## config.mk

```make
export PLATFORM = sky130hd
export DESIGN_NAME = uart_can_bridge
export DESIGN_NICKNAME = d
export VERILOG_FILES = /design/src/hdl/can_pkg.sv /design/src/hdl/uart_pkg.sv /design/src/hdl/can_crc15.sv /design/src/hdl/can_frame_tx.sv /design/src/hdl/payload_packer.sv /design/src/hdl/uart_can_bridge.sv /design/src/hdl/uart_rx.sv
export SDC_FILE = /design/constraint.sdc
export NUM_CORES = 1
export LEC_CHECK = 0
export BUFFER_PORTS_ARGS = -buffer_cell sky130_fd_sc_hd__buf_2
export CAP_MARGIN = 20
export CORE_ASPECT_RATIO = 0.6
export CORE_UTILIZATION = 55
export DETAILED_ROUTE_END_ITERATION = 10
export MAX_ROUTING_LAYER = met4
export PLACE_DENSITY = 0.71
export SLEW_MARGIN = 20
export SYNTH_ARGS = -nofsm -noshare
export SYNTH_HDL_FRONTEND = slang
export SYNTH_SLANG_ARGS = --single-unit
```

## constraint.sdc

```tcl
create_clock -name clock -period 9.46 [get_ports clock]
set_clock_uncertainty 0.15 [all_clocks]
set_input_delay 0.946 -clock clock [delete_from_list [all_inputs] [get_ports clock]]
set_output_delay 0.946 -clock clock [all_outputs]
set_load 0.01 [all_outputs]
```

## src/hdl/can_pkg.sv

```systemverilog
package can_pkg;

    localparam int can_id_bits       = 11;     // Base format identifier
    localparam int can_dlc           = 8;      // Data length code sent in control field
    localparam int can_payload_bytes = 8;      // Bytes per frame payload
    localparam int can_eof_bits      = 7;      // Recessive end-of-frame bits
    localparam int can_crc_bits      = 15;     // CRC field width

    // CAN generator x^15+x^14+x^10+x^8+x^7+x^4+x^3+1
    localparam logic [can_crc_bits-1:0] can_crc_poly = 15'h4599;

    // SOF, id, RTR/IDE/r0, DLC, data, CRC, CRC delim, ACK slot, ACK delim, EOF
    localparam int can_frame_bits = 1 + can_id_bits + 3 + 4
                                  + 8 * can_payload_bytes
                                  + can_crc_bits + 3 + can_eof_bits;

    // One 64-bit payload word, filled bytewise and shifted out as a whole
    typedef union packed {
        logic [0:can_payload_bytes-1][7:0] bytes;  // Byte 0 sits in the top bits
        logic [8*can_payload_bytes-1:0]    word;   // Flat view, MSB leaves first
    } can_payload_t;

endpackage

```

## src/hdl/uart_pkg.sv

```systemverilog
package uart_pkg;

    // Character format is 1 start bit, data bits LSB first, 1 stop bit
    localparam int uart_data_bits = 8;   // Data bits per character

endpackage

```

## src/hdl/can_crc15.sv

```systemverilog
module can_crc15 (
    input  logic                           clock,
    input  logic                           reset,
    input  logic                           crc_clear,
    input  logic                           crc_shift,
    input  logic                           crc_bit,
    output logic [can_pkg::can_crc_bits-1:0] crc
);
    import can_pkg::*;

    logic feedback;   // Incoming bit against the register MSB

    assign feedback = crc_bit ^ crc[can_crc_bits-1];

    always_ff @(posedge clock or posedge reset) begin
        if (reset) begin
            crc <= '0;
        end else if (crc_clear) begin
            crc <= '0;                          // Start value for every frame
        end else if (crc_shift) begin
            if (feedback) begin
                crc <= {crc[can_crc_bits-2:0], 1'b0} ^ can_crc_poly;
            end else begin
                crc <= {crc[can_crc_bits-2:0], 1'b0};
            end
        end
    end

endmodule

```

## src/hdl/can_frame_tx.sv

```systemverilog
module can_frame_tx #(
    parameter logic [can_pkg::can_id_bits-1:0] frame_id = 11'h20D
) (
    input  logic                 clock,
    input  logic                 reset,
    input  logic                 can_tick,
    input  can_pkg::can_payload_t payload,
    input  logic                 frame_load,
    output logic                 tx_busy,
    output logic                 can_out
);
    import can_pkg::*;

    localparam int dlc_bits  = 4;
    localparam int hdr_bits  = 1 + can_id_bits + 3 + dlc_bits + 8 * can_payload_bytes;
    localparam int crc_end   = hdr_bits + can_crc_bits;   // First bit after the CRC field
    localparam int cnt_bits  = $clog2(can_frame_bits + 1);
    localparam int crc_sel_w = $clog2(can_crc_bits);

    localparam logic [cnt_bits-1:0] hdr_len   = cnt_bits'(hdr_bits);
    localparam logic [cnt_bits-1:0] crc_len   = cnt_bits'(crc_end);
    localparam logic [cnt_bits-1:0] crc_last  = cnt_bits'(crc_end - 1);
    localparam logic [cnt_bits-1:0] frame_len = cnt_bits'(can_frame_bits);

    logic [hdr_bits-1:0]     shift_reg;     // SOF through last data bit
    logic [cnt_bits-1:0]     bit_cnt;       // Bits already presented
    logic [can_crc_bits-1:0] crc;
    logic [crc_sel_w-1:0]    crc_sel;       // CRC bit for the current position
    logic                    frame_start;
    logic                    tick_active;   // Tick that presents a frame bit
    logic                    in_header;
    logic                    in_crc;
    logic                    next_bit;

    assign frame_start = frame_load && !tx_busy;
    assign tick_active = tx_busy && can_tick && (bit_cnt != frame_len);
    assign in_header   = bit_cnt < hdr_len;
    assign in_crc      = !in_header && (bit_cnt < crc_len);
    assign crc_sel     = crc_sel_w'(crc_last - bit_cnt);

    // Delimiters, ACK slot and EOF are all recessive
    always_comb begin
        if (in_header) begin
            next_bit = shift_reg[hdr_bits-1];
        end else if (in_crc) begin
            next_bit = crc[crc_sel];
        end else begin
            next_bit = 1'b1;
        end
    end

    always_ff @(posedge clock or posedge reset) begin
        if (reset) begin
            tx_busy <= 1'b0;
            can_out <= 1'b1;
            bit_cnt <= '0;
        end else if (frame_start) begin
            tx_busy <= 1'b1;
            bit_cnt <= '0;
        end else if (tx_busy && can_tick) begin
            if (bit_cnt == frame_len) begin
                tx_busy <= 1'b0;                // Frame complete, bus back to idle
                can_out <= 1'b1;
            end else begin
                can_out <= next_bit;
                bit_cnt <= bit_cnt + 1'b1;
            end
        end
    end

    // SOF dominant, RTR IDE r0 dominant for a base data frame
    always_ff @(posedge clock) begin
        if (frame_start) begin
            shift_reg <= {1'b0, frame_id, 3'b000, dlc_bits'(can_dlc), payload.word};
        end else if (tick_active && in_header) begin
            shift_reg <= {shift_reg[hdr_bits-2:0], 1'b0};
        end
    end

    can_crc15 u_crc (
        .clock     (clock),
        .reset     (reset),
        .crc_clear (frame_start),
        .crc_shift (tick_active && in_header),
        .crc_bit   (shift_reg[hdr_bits-1]),
        .crc       (crc)
    );

    // Bus is recessive whenever no frame is in flight
    assert property (@(posedge clock) disable iff (reset) !tx_busy |-> can_out);

endmodule

```

## src/hdl/payload_packer.sv

```systemverilog
module payload_packer (
    input  logic                 clock,
    input  logic                 reset,
    input  logic [7:0]           rx_byte,
    input  logic                 rx_valid,
    input  logic                 tx_busy,
    output can_pkg::can_payload_t payload,
    output logic                 frame_load,
    output logic                 overrun
);
    import can_pkg::*;

    localparam int idx_bits = $clog2(can_payload_bytes);
    localparam logic [idx_bits-1:0] last_idx = idx_bits'(can_payload_bytes - 1);

    logic [idx_bits-1:0] byte_idx;       // Slot for the next byte
    logic                payload_done;   // Last byte of a payload arrives

    assign payload_done = rx_valid && (byte_idx == last_idx);

    always_ff @(posedge clock or posedge reset) begin
        if (reset) begin
            byte_idx   <= '0;
            frame_load <= 1'b0;
            overrun    <= 1'b0;
        end else begin
            frame_load <= payload_done && !tx_busy;
            if (payload_done && tx_busy) begin
                overrun <= 1'b1;                // Sticky until reset
            end
            if (rx_valid) begin
                if (payload_done) begin
                    byte_idx <= '0;             // Next byte opens a new payload
                end else begin
                    byte_idx <= byte_idx + 1'b1;
                end
            end
        end
    end

    // First byte lands in slot 0, the first data byte on the bus
    always_ff @(posedge clock) begin
        if (rx_valid) begin
            payload.bytes[byte_idx] <= rx_byte;
        end
    end

    // The transmitter must never be offered a frame while it is sending one
    assert property (@(posedge clock) disable iff (reset) frame_load |-> !tx_busy);

endmodule

```

## src/hdl/uart_can_bridge.sv

```systemverilog
module uart_can_bridge #(
    parameter logic [can_pkg::can_id_bits-1:0] frame_id = 11'h20D
) (
    input  logic clock,
    input  logic reset,
    input  logic serial_in,
    input  logic uart_tick,
    input  logic can_tick,
    output logic can_out,
    output logic tx_busy,
    output logic overrun
);
    import can_pkg::*;

    logic [7:0]   rx_byte;
    logic         rx_valid;
    can_payload_t payload;
    logic         frame_load;

    uart_rx u_uart_rx (
        .clock     (clock),
        .reset     (reset),
        .uart_tick (uart_tick),
        .serial_in (serial_in),
        .rx_byte   (rx_byte),
        .rx_valid  (rx_valid)
    );

    payload_packer u_packer (
        .clock      (clock),
        .reset      (reset),
        .rx_byte    (rx_byte),
        .rx_valid   (rx_valid),
        .tx_busy    (tx_busy),
        .payload    (payload),
        .frame_load (frame_load),
        .overrun    (overrun)
    );

    can_frame_tx #(
        .frame_id (frame_id)
    ) u_can_tx (
        .clock      (clock),
        .reset      (reset),
        .can_tick   (can_tick),
        .payload    (payload),
        .frame_load (frame_load),
        .tx_busy    (tx_busy),
        .can_out    (can_out)
    );

endmodule

```

## src/hdl/uart_rx.sv

```systemverilog
module uart_rx (
    input  logic                               clock,
    input  logic                               reset,
    input  logic                               uart_tick,
    input  logic                               serial_in,
    output logic [uart_pkg::uart_data_bits-1:0] rx_byte,
    output logic                               rx_valid
);
    import uart_pkg::*;

    localparam int cnt_bits = $clog2(uart_data_bits);
    localparam logic [cnt_bits-1:0] last_bit = cnt_bits'(uart_data_bits - 1);

    localparam logic [1:0] rx_idle  = 2'd0;
    localparam logic [1:0] rx_start = 2'd1;
    localparam logic [1:0] rx_data  = 2'd2;
    localparam logic [1:0] rx_stop  = 2'd3;

    logic [1:0]                state;
    logic [cnt_bits-1:0]       bit_cnt;     // Data bit position
    logic [uart_data_bits-1:0] shift_reg;   // Assembles the character
    logic                      serial_q;    // Previous line level for edge detect

    always_ff @(posedge clock or posedge reset) begin
        if (reset) begin
            state    <= rx_idle;
            bit_cnt  <= '0;
            serial_q <= 1'b1;
            rx_valid <= 1'b0;
        end else begin
            serial_q <= serial_in;
            rx_valid <= 1'b0;
            case (state)
                rx_idle: begin
                    if (serial_q && !serial_in) begin   // Falling edge opens a character
                        state <= rx_start;
                    end
                end
                rx_start: begin
                    if (uart_tick) begin
                        if (serial_in) begin
                            state <= rx_idle;           // Glitch, not a start bit
                        end else begin
                            state   <= rx_data;
                            bit_cnt <= '0;
                        end
                    end
                end
                rx_data: begin
                    if (uart_tick) begin
                        bit_cnt <= bit_cnt + 1'b1;
                        if (bit_cnt == last_bit) begin
                            state <= rx_stop;
                        end
                    end
                end
                rx_stop: begin
                    if (uart_tick) begin
                        state    <= rx_idle;
                        rx_valid <= serial_in;          // Framing error drops the byte
                    end
                end
                default: state <= rx_idle;
            endcase
        end
    end

    always_ff @(posedge clock) begin
        if (state == rx_data && uart_tick) begin
            shift_reg <= {serial_in, shift_reg[uart_data_bits-1:1]};  // LSB arrives first
        end
        if (state == rx_stop && uart_tick && serial_in) begin
            rx_byte <= shift_reg;
        end
    end

    // A byte strobe is a single cycle; a new one needs a whole character time
    assert property (@(posedge clock) disable iff (reset) rx_valid |=> !rx_valid);

endmodule

```

Word level (Yosys, flattened, before mapping)
Cells that the tools add are included.
W data, S select, Z words.
{"block": "classes", "add_sub_neg": 4, "n_lt_le_gt_ge": 5, "eq_ne": 14, "muxes": 33, "bitwise_logic": 4, "n_reduce_logical": 26}
{"operator": "$mux W64", "count": 2}
{"operator": "$bwmux W64", "count": 1}
{"operator": "$mux W15", "count": 3}
{"operator": "$demux W8 S3", "count": 1}
{"operator": "$mux W7", "count": 3}
{"operator": "$lt A7 B7 Y1 const B", "count": 2}
{"operator": "$logic_and A1 B1 Y1", "count": 13}
{"operator": "$mux W2", "count": 6}
{"operator": "$mux W3", "count": 4}
{"operator": "$mux W1", "count": 9}
{"operator": "$mux W8", "count": 1}
{"operator": "$ne A2 B2 Y1 const B", "count": 4}
{"operator": "$pmux W2 S4", "count": 1}
{"operator": "$reduce_bool A2 Y1", "count": 4}
{"operator": "$add A7 B1 Y7 const B", "count": 1}
{"operator": "$eq A7 B7 Y1 const B", "count": 1}
{"operator": "$ne A7 B7 Y1 const B", "count": 1}
{"operator": "$not A7 Y7", "count": 1}
{"operator": "$add A3 B1 Y3 const B", "count": 2}
{"operator": "$eq A3 B3 Y1 const B", "count": 2}
{"operator": "$ne A2 B1 Y1 const B", "count": 3}
{"operator": "$pmux W3 S2", "count": 1}
{"operator": "$reduce_and A2 Y1", "count": 3}
{"operator": "$lt A4 B5 Y1 const B", "count": 1}
{"operator": "other kinds (13)", "count": 16}
{"block": "word_totals", "regBits": 199, "in_bits": 5, "output_inout_bits": 3, "wordCells": 102}

Depth between registers and ports, before layout
{"block": "depth", "ltp_word": 6, "mapped_depth": 8, "ltp_nobuf": 7}

By module
From an unflattened synthesis, not the netlist that was laid out.
{"block": "hier_totals", "cells_unflattened": 632, "hier_area_um2": 7915.1}
{"module": "can_frame_tx", "n_inst": 1, "cells_each": 414, "area_per_inst_um2": 4144.0, "seq_area_each_um2": 2528.7}
{"module": "payload_packer", "n_inst": 1, "cells_each": 95, "area_per_inst_um2": 2204.6, "seq_area_each_um2": 2047.0}
{"module": "uart_rx", "n_inst": 1, "cells_each": 51, "area_per_inst_um2": 829.5, "seq_area_each_um2": 656.9}
{"module": "can_crc15", "n_inst": 1, "cells_each": 72, "area_per_inst_um2": 737.0, "seq_area_each_um2": 375.4}

Worst setup path before layout
No wires, ideal clock.
{"block": "synth_timing", "path_kind": "input port to flip-flop", "startpoint": "input port can_tick", "endpoint": "register u_can_tx.shift_reg[0] (enable)", "setup_ns": 0.688, "arrival_time_ns": 2.761, "required_ns": 8.622, "setup_slack_ns": 5.861, "stages": 5, "n_path_buf": 2, "cell_sequence": "and2_1 > buf_6 > o211ai_1 > clkbuf_1 > nand2_1"}
{"block": "synth_via", "elab_chain_cells": 4}
{"item": "from (decl)", "line": "uart_can_bridge.sv:8", "source": "input logic can_tick,"}
{"item": "$logic_and A1 B1 Y1 (2 in a row)", "line": "can_frame_tx.sv:36", "source": "assign tick_active = tx_busy && can_tick && (bit_cnt != frame_len);"}
{"item": "$logic_and A1 B1 Y1", "line": "can_frame_tx.sv:75", "source": "end else if (tick_active && in_header) begin"}
{"item": "$reduce_bool A2 Y1 (no source line)"}
{"item": "to (signal assigned)", "line": "can_frame_tx.sv:74", "source": "shift_reg <= {1'b0, frame_id, 3'b000, dlc_bits'(can_dlc), payload.word};"}
{"item": "to (signal assigned)", "line": "can_frame_tx.sv:76", "source": "shift_reg <= {shift_reg[hdr_bits-2:0], 1'b0};"}
{"item": "to (decl)", "line": "can_frame_tx.sv:25", "source": "logic [hdr_bits-1:0] shift_reg;"}
Every way passes these cells.
A chain may end at the register's enable or synchronous reset.

Worst setup path in the final report
{"block": "layout_timing", "startpoint": "register u_can_tx.bit_cnt[2]", "endpoint": "register u_can_tx.shift_reg[53] (enable)"}
{"block": "layout_via", "elab_chain_cells": 4, "elab_cells_between_ends": 5, "classes_between": "order compare: 1; eq/ne: 1; reduce/logical: 3"}
{"item": "from (decl)", "line": "can_frame_tx.sv:26", "source": "logic [cnt_bits-1:0] bit_cnt;"}
{"item": "from (signal assigned)", "line": "can_frame_tx.sv:66", "source": "bit_cnt <= bit_cnt + 1'b1;"}
{"item": "branches (longest 2 deep; another with $lt A7 B7 Y1)"}
{"item": "$logic_and A1 B1 Y1 *", "line": "can_frame_tx.sv:75"}
{"item": "$reduce_bool A2 Y1 (no source line) *"}
Mark *: on every way between the ends.

==> summary.txt <==
Worst setup path
  • Worst-path maximum fanout: 64
  • CP cell instances: inv_1 > ha_1 > a211oi_2 > o211ai_1 > buf_4 > nand2_2 > buf_4
  • Worst path required time: 9.36 ns
  • Setup crit end kind: flip-flop
  • Kind of critical path: reg -> reg
  • Critical Path Slowest Stage Cell: buf_4
  • WP data arrival: 2.78 ns
  • CP startpoint kind: flip-flop
  • Most frequent CP cell: buf_4
  • Delay of the slowest critical-path stage: 0.67 ns

Global route
  • GRT Total Usage: 21.6%
  • Vias in the first global route: 4357
  • GRT overflow: 0
  • Initial antenna violation count: 0
  • First-pass GRT wire length: 22.4 mm
  • Largest net degree at the start of global routing: 70

Route
  • Drt pass-1 iters: 5
  • DRC viols: 0
  • Final antenna-violating net count: 0
  • WL/cell: 15.8 um
  • DRT Wirelength: 13.5 mm
  • DRT iter0 DRCs: 351
  • Vias/cell: 5.37
  • Routed via count: 4585

Cells and area
  • Finished Core Util: 62.4%
  • Layout Nets: 663
  • Max reg flops: 83
  • Final cell count without fillers: 854
  • Share of cells above drive strength 1: 9.06%
  • Commonest non-fill, non-tap cell in the layout: nand2_1
  • Final instance area: 8520 um2
  • Most frequent cells in the layout: nand2_1 (263), edfxtp_1 (144), a21oi_1 (35)
  • Area growth, synth to finish: 10.3%
  • Antenna diodes: 0

STA
  • Worst-Margin Slew: 0.926 ns
  • Slew headroom: 38.0%
  • RSZ-0062 raised after global routing: no
  • Post-layout minimum cycle time: 2.88 ns
  • Achievable frequency: 347 MHz
  • Finish-stage setup viols: 0
  • Final period util: 30.4%
  • WHS: 0.274 ns
  • Setup TNS: 0 ns
  • Max Transition Viols Final: 0
  • Endpoints failing hold: 0
  • Post-route setup slack: 6.58 ns

Clock network
  • # H-tree levels: 4
  • Later-pin clock latency in the skew report: 0.42 ns
  • Post-CTS Setup Bufs: 0
  • CTS tree: built
  • CTS clock-pin slew for the worst setup and hold paths: 0.07 ns
  • # resized after CTS: 0
  • CTS buffer count: 17
  • Clock Tree Buf Depth: 2
  • Clock Sinks: 199
  • CTS Hold Bufs: 0
  • Root buf cell: clkbuf_16

Placed design
  • Gp weighted congestion: 0.857
  • Post-Place Setup Slack: 6.39 ns
  • Port Buffers: 7
  • DP Wirelength: 8.03 mm
  • DP Cell Count: 822
  • Placed cell area: 7920 um2

Min path
  • Worst hold path type: reg -> reg

Yosys
  • Syn_nets: 661
  • Top cell type's share of synthesized area: 55.9%
  • Post-Synth XOR/XNOR Area: 1.36%
  • Compound-Gate Fraction of Synth Area: 4.47%
  • Synthesized area per cell: 11.9 um2
  • Largest family of logic cells by synthesized area: simple AND/OR/NAND/NOR gates
  • Post-Synth Adder-Cell Area: 1.46%
  • Cell accounting for the most synthesized area: edfxtp_1
  • Cells after Synth: 647
  • Post-synthesis sequential area ratio: 72.6%
  • Yosys reg bits: 199
  • Top cells by area, synth: edfxtp_1 (56%), nand2_1 (13%), dfrtp_1 (11%), dfxtp_1 (4.9%), a21oi_1 (2.3%)
  • Synth Area in Simple Gates: 17.1%
  • Distinct cell type count after synthesis: 44
  • Mux cell area share after synthesis: 1.00%
  • Netlist Area Pre-Place: 7730 um2
  • Syn. warnings: 0

Power and ir drop
  • Worst vdd ir: 0.000129 V
  • Tot Pwr: 2.19 mW
  • P_leak: 3.34 nW
  • Pwr dens: 257 nW/um2

Floorplanning
  • Core ar.: 13700 um2
  • Initial Utilization: 56.6%
  • Width of the die: 155 um
  • Die ar.: 14500 um2
  • Io pins: 8
  • Row cnt: 33
  • Die span in y: 93.8 um

Job
  • Max-Cap Viols: 0

Status
  • Status: finished clean
==> synthesized netlist by cell type <==
master and instances:
a2111oi_0 1, a211oi_2 1, a21oi_1 35, a221oi_1 1
a311oi_1 1, a31o_2 1, a31oi_1 3, and2_0 1
and2_1 4, and2b_1 1, and3_1 2, buf_1 1
buf_2 5, buf_4 2, buf_6 1, clkbuf_1 21
dfrtp_1 34, dfstp_2 2, dfxtp_1 19, edfxtp_1 144
ha_1 9, inv_1 7, mux2_2 2, mux2i_1 1
mux4_2 2, nand2_1 264, nand2b_1 5, nand3_1 7
nand3b_1 2, nand4_1 1, nand4_4 1, nor2_1 28
nor2_4 1, nor3_1 4, nor3b_1 1, o211ai_1 3
o21ai_0 9, o21ai_1 1, o22ai_1 1, o31a_4 1
o31ai_1 1, or3_1 4, xnor2_1 7, xor2_1 5
==> layout make-up <==
class | instances | area [um2]
flip-flops and latches | 199 | 5610
clock buffers | 17 | 425
well taps | 192 | 240
inverters | 7 | 26.3
repair buffers | 13 | 80.1
fillers | 1048 | 5140
multi-input cells | 411 | 1970
clock inverters | 15 | 171
==> cells by family (layout without fill, tap and decap cells) <==
family | count (synthesis) | after routing
AO/OA/AOI/OAI | 59 | 59
XOR/XNOR | 12 | 12
adder cells (fa/ha/maj) | 9 | 9
buffers and inverters | 37 | 52
flip-flops | 199 | 199
multiplexers | 5 | 5
AND/OR/NAND/NOR | 326 | 326
==> report_power, final <==
part	internal (mW)	total [mW]	switching, mW	leakage [nW]
clock network	0.396	0.720	0.324	0.282
registers	1.06	1.16	0.104	1.95
logic	0.135	0.302	0.167	1.11
==> critical path, delay by kind of cell (launching register included) <==
family                   cells  cell delay [ns]
adder cells (fa/ha/maj)      1             0.21
flip-flops                   1             0.47
AND/OR/NAND/NOR              1             0.11
AO/OA/AOI/OAI                2             0.42
buffers and inverters        3             1.08
==> layer usage <==
metal	GRT usage, %	up-vias	part of all wire (%)
met5	-	-	0
met2	31.8	104	47
met1	30.0	2275	48
li1	-	2196	-
met4	8.00	0	1.0
met3	4.43	10	4.5
==> final timing paths <==
| kind | start | slack [ns] | depth (start not counted) | to |
|---|---|---|---|---|
| hold reg to reg | u_uart_rx.shift_reg[0] | 0.27 | 0 | u_uart_rx.rx_byte[0] |
| hold / removal | u_uart_rx.shift_reg[0] | 0.27 | 0 | u_uart_rx.rx_byte[0] |
| max in group asynchronous | reset | 8.36 | 3 | u_can_tx.can_out |
| min in group asynchronous | reset | 0.46 | 3 | u_can_tx.bit_cnt[3] |
| setup / recovery | u_can_tx.bit_cnt[2] | 6.58 | 7 | u_can_tx.shift_reg[53] |
| setup reg to reg | u_can_tx.bit_cnt[2] | 6.58 | 7 | u_can_tx.shift_reg[53] |
No activity file was read; power rests on OpenSTA's default activity.
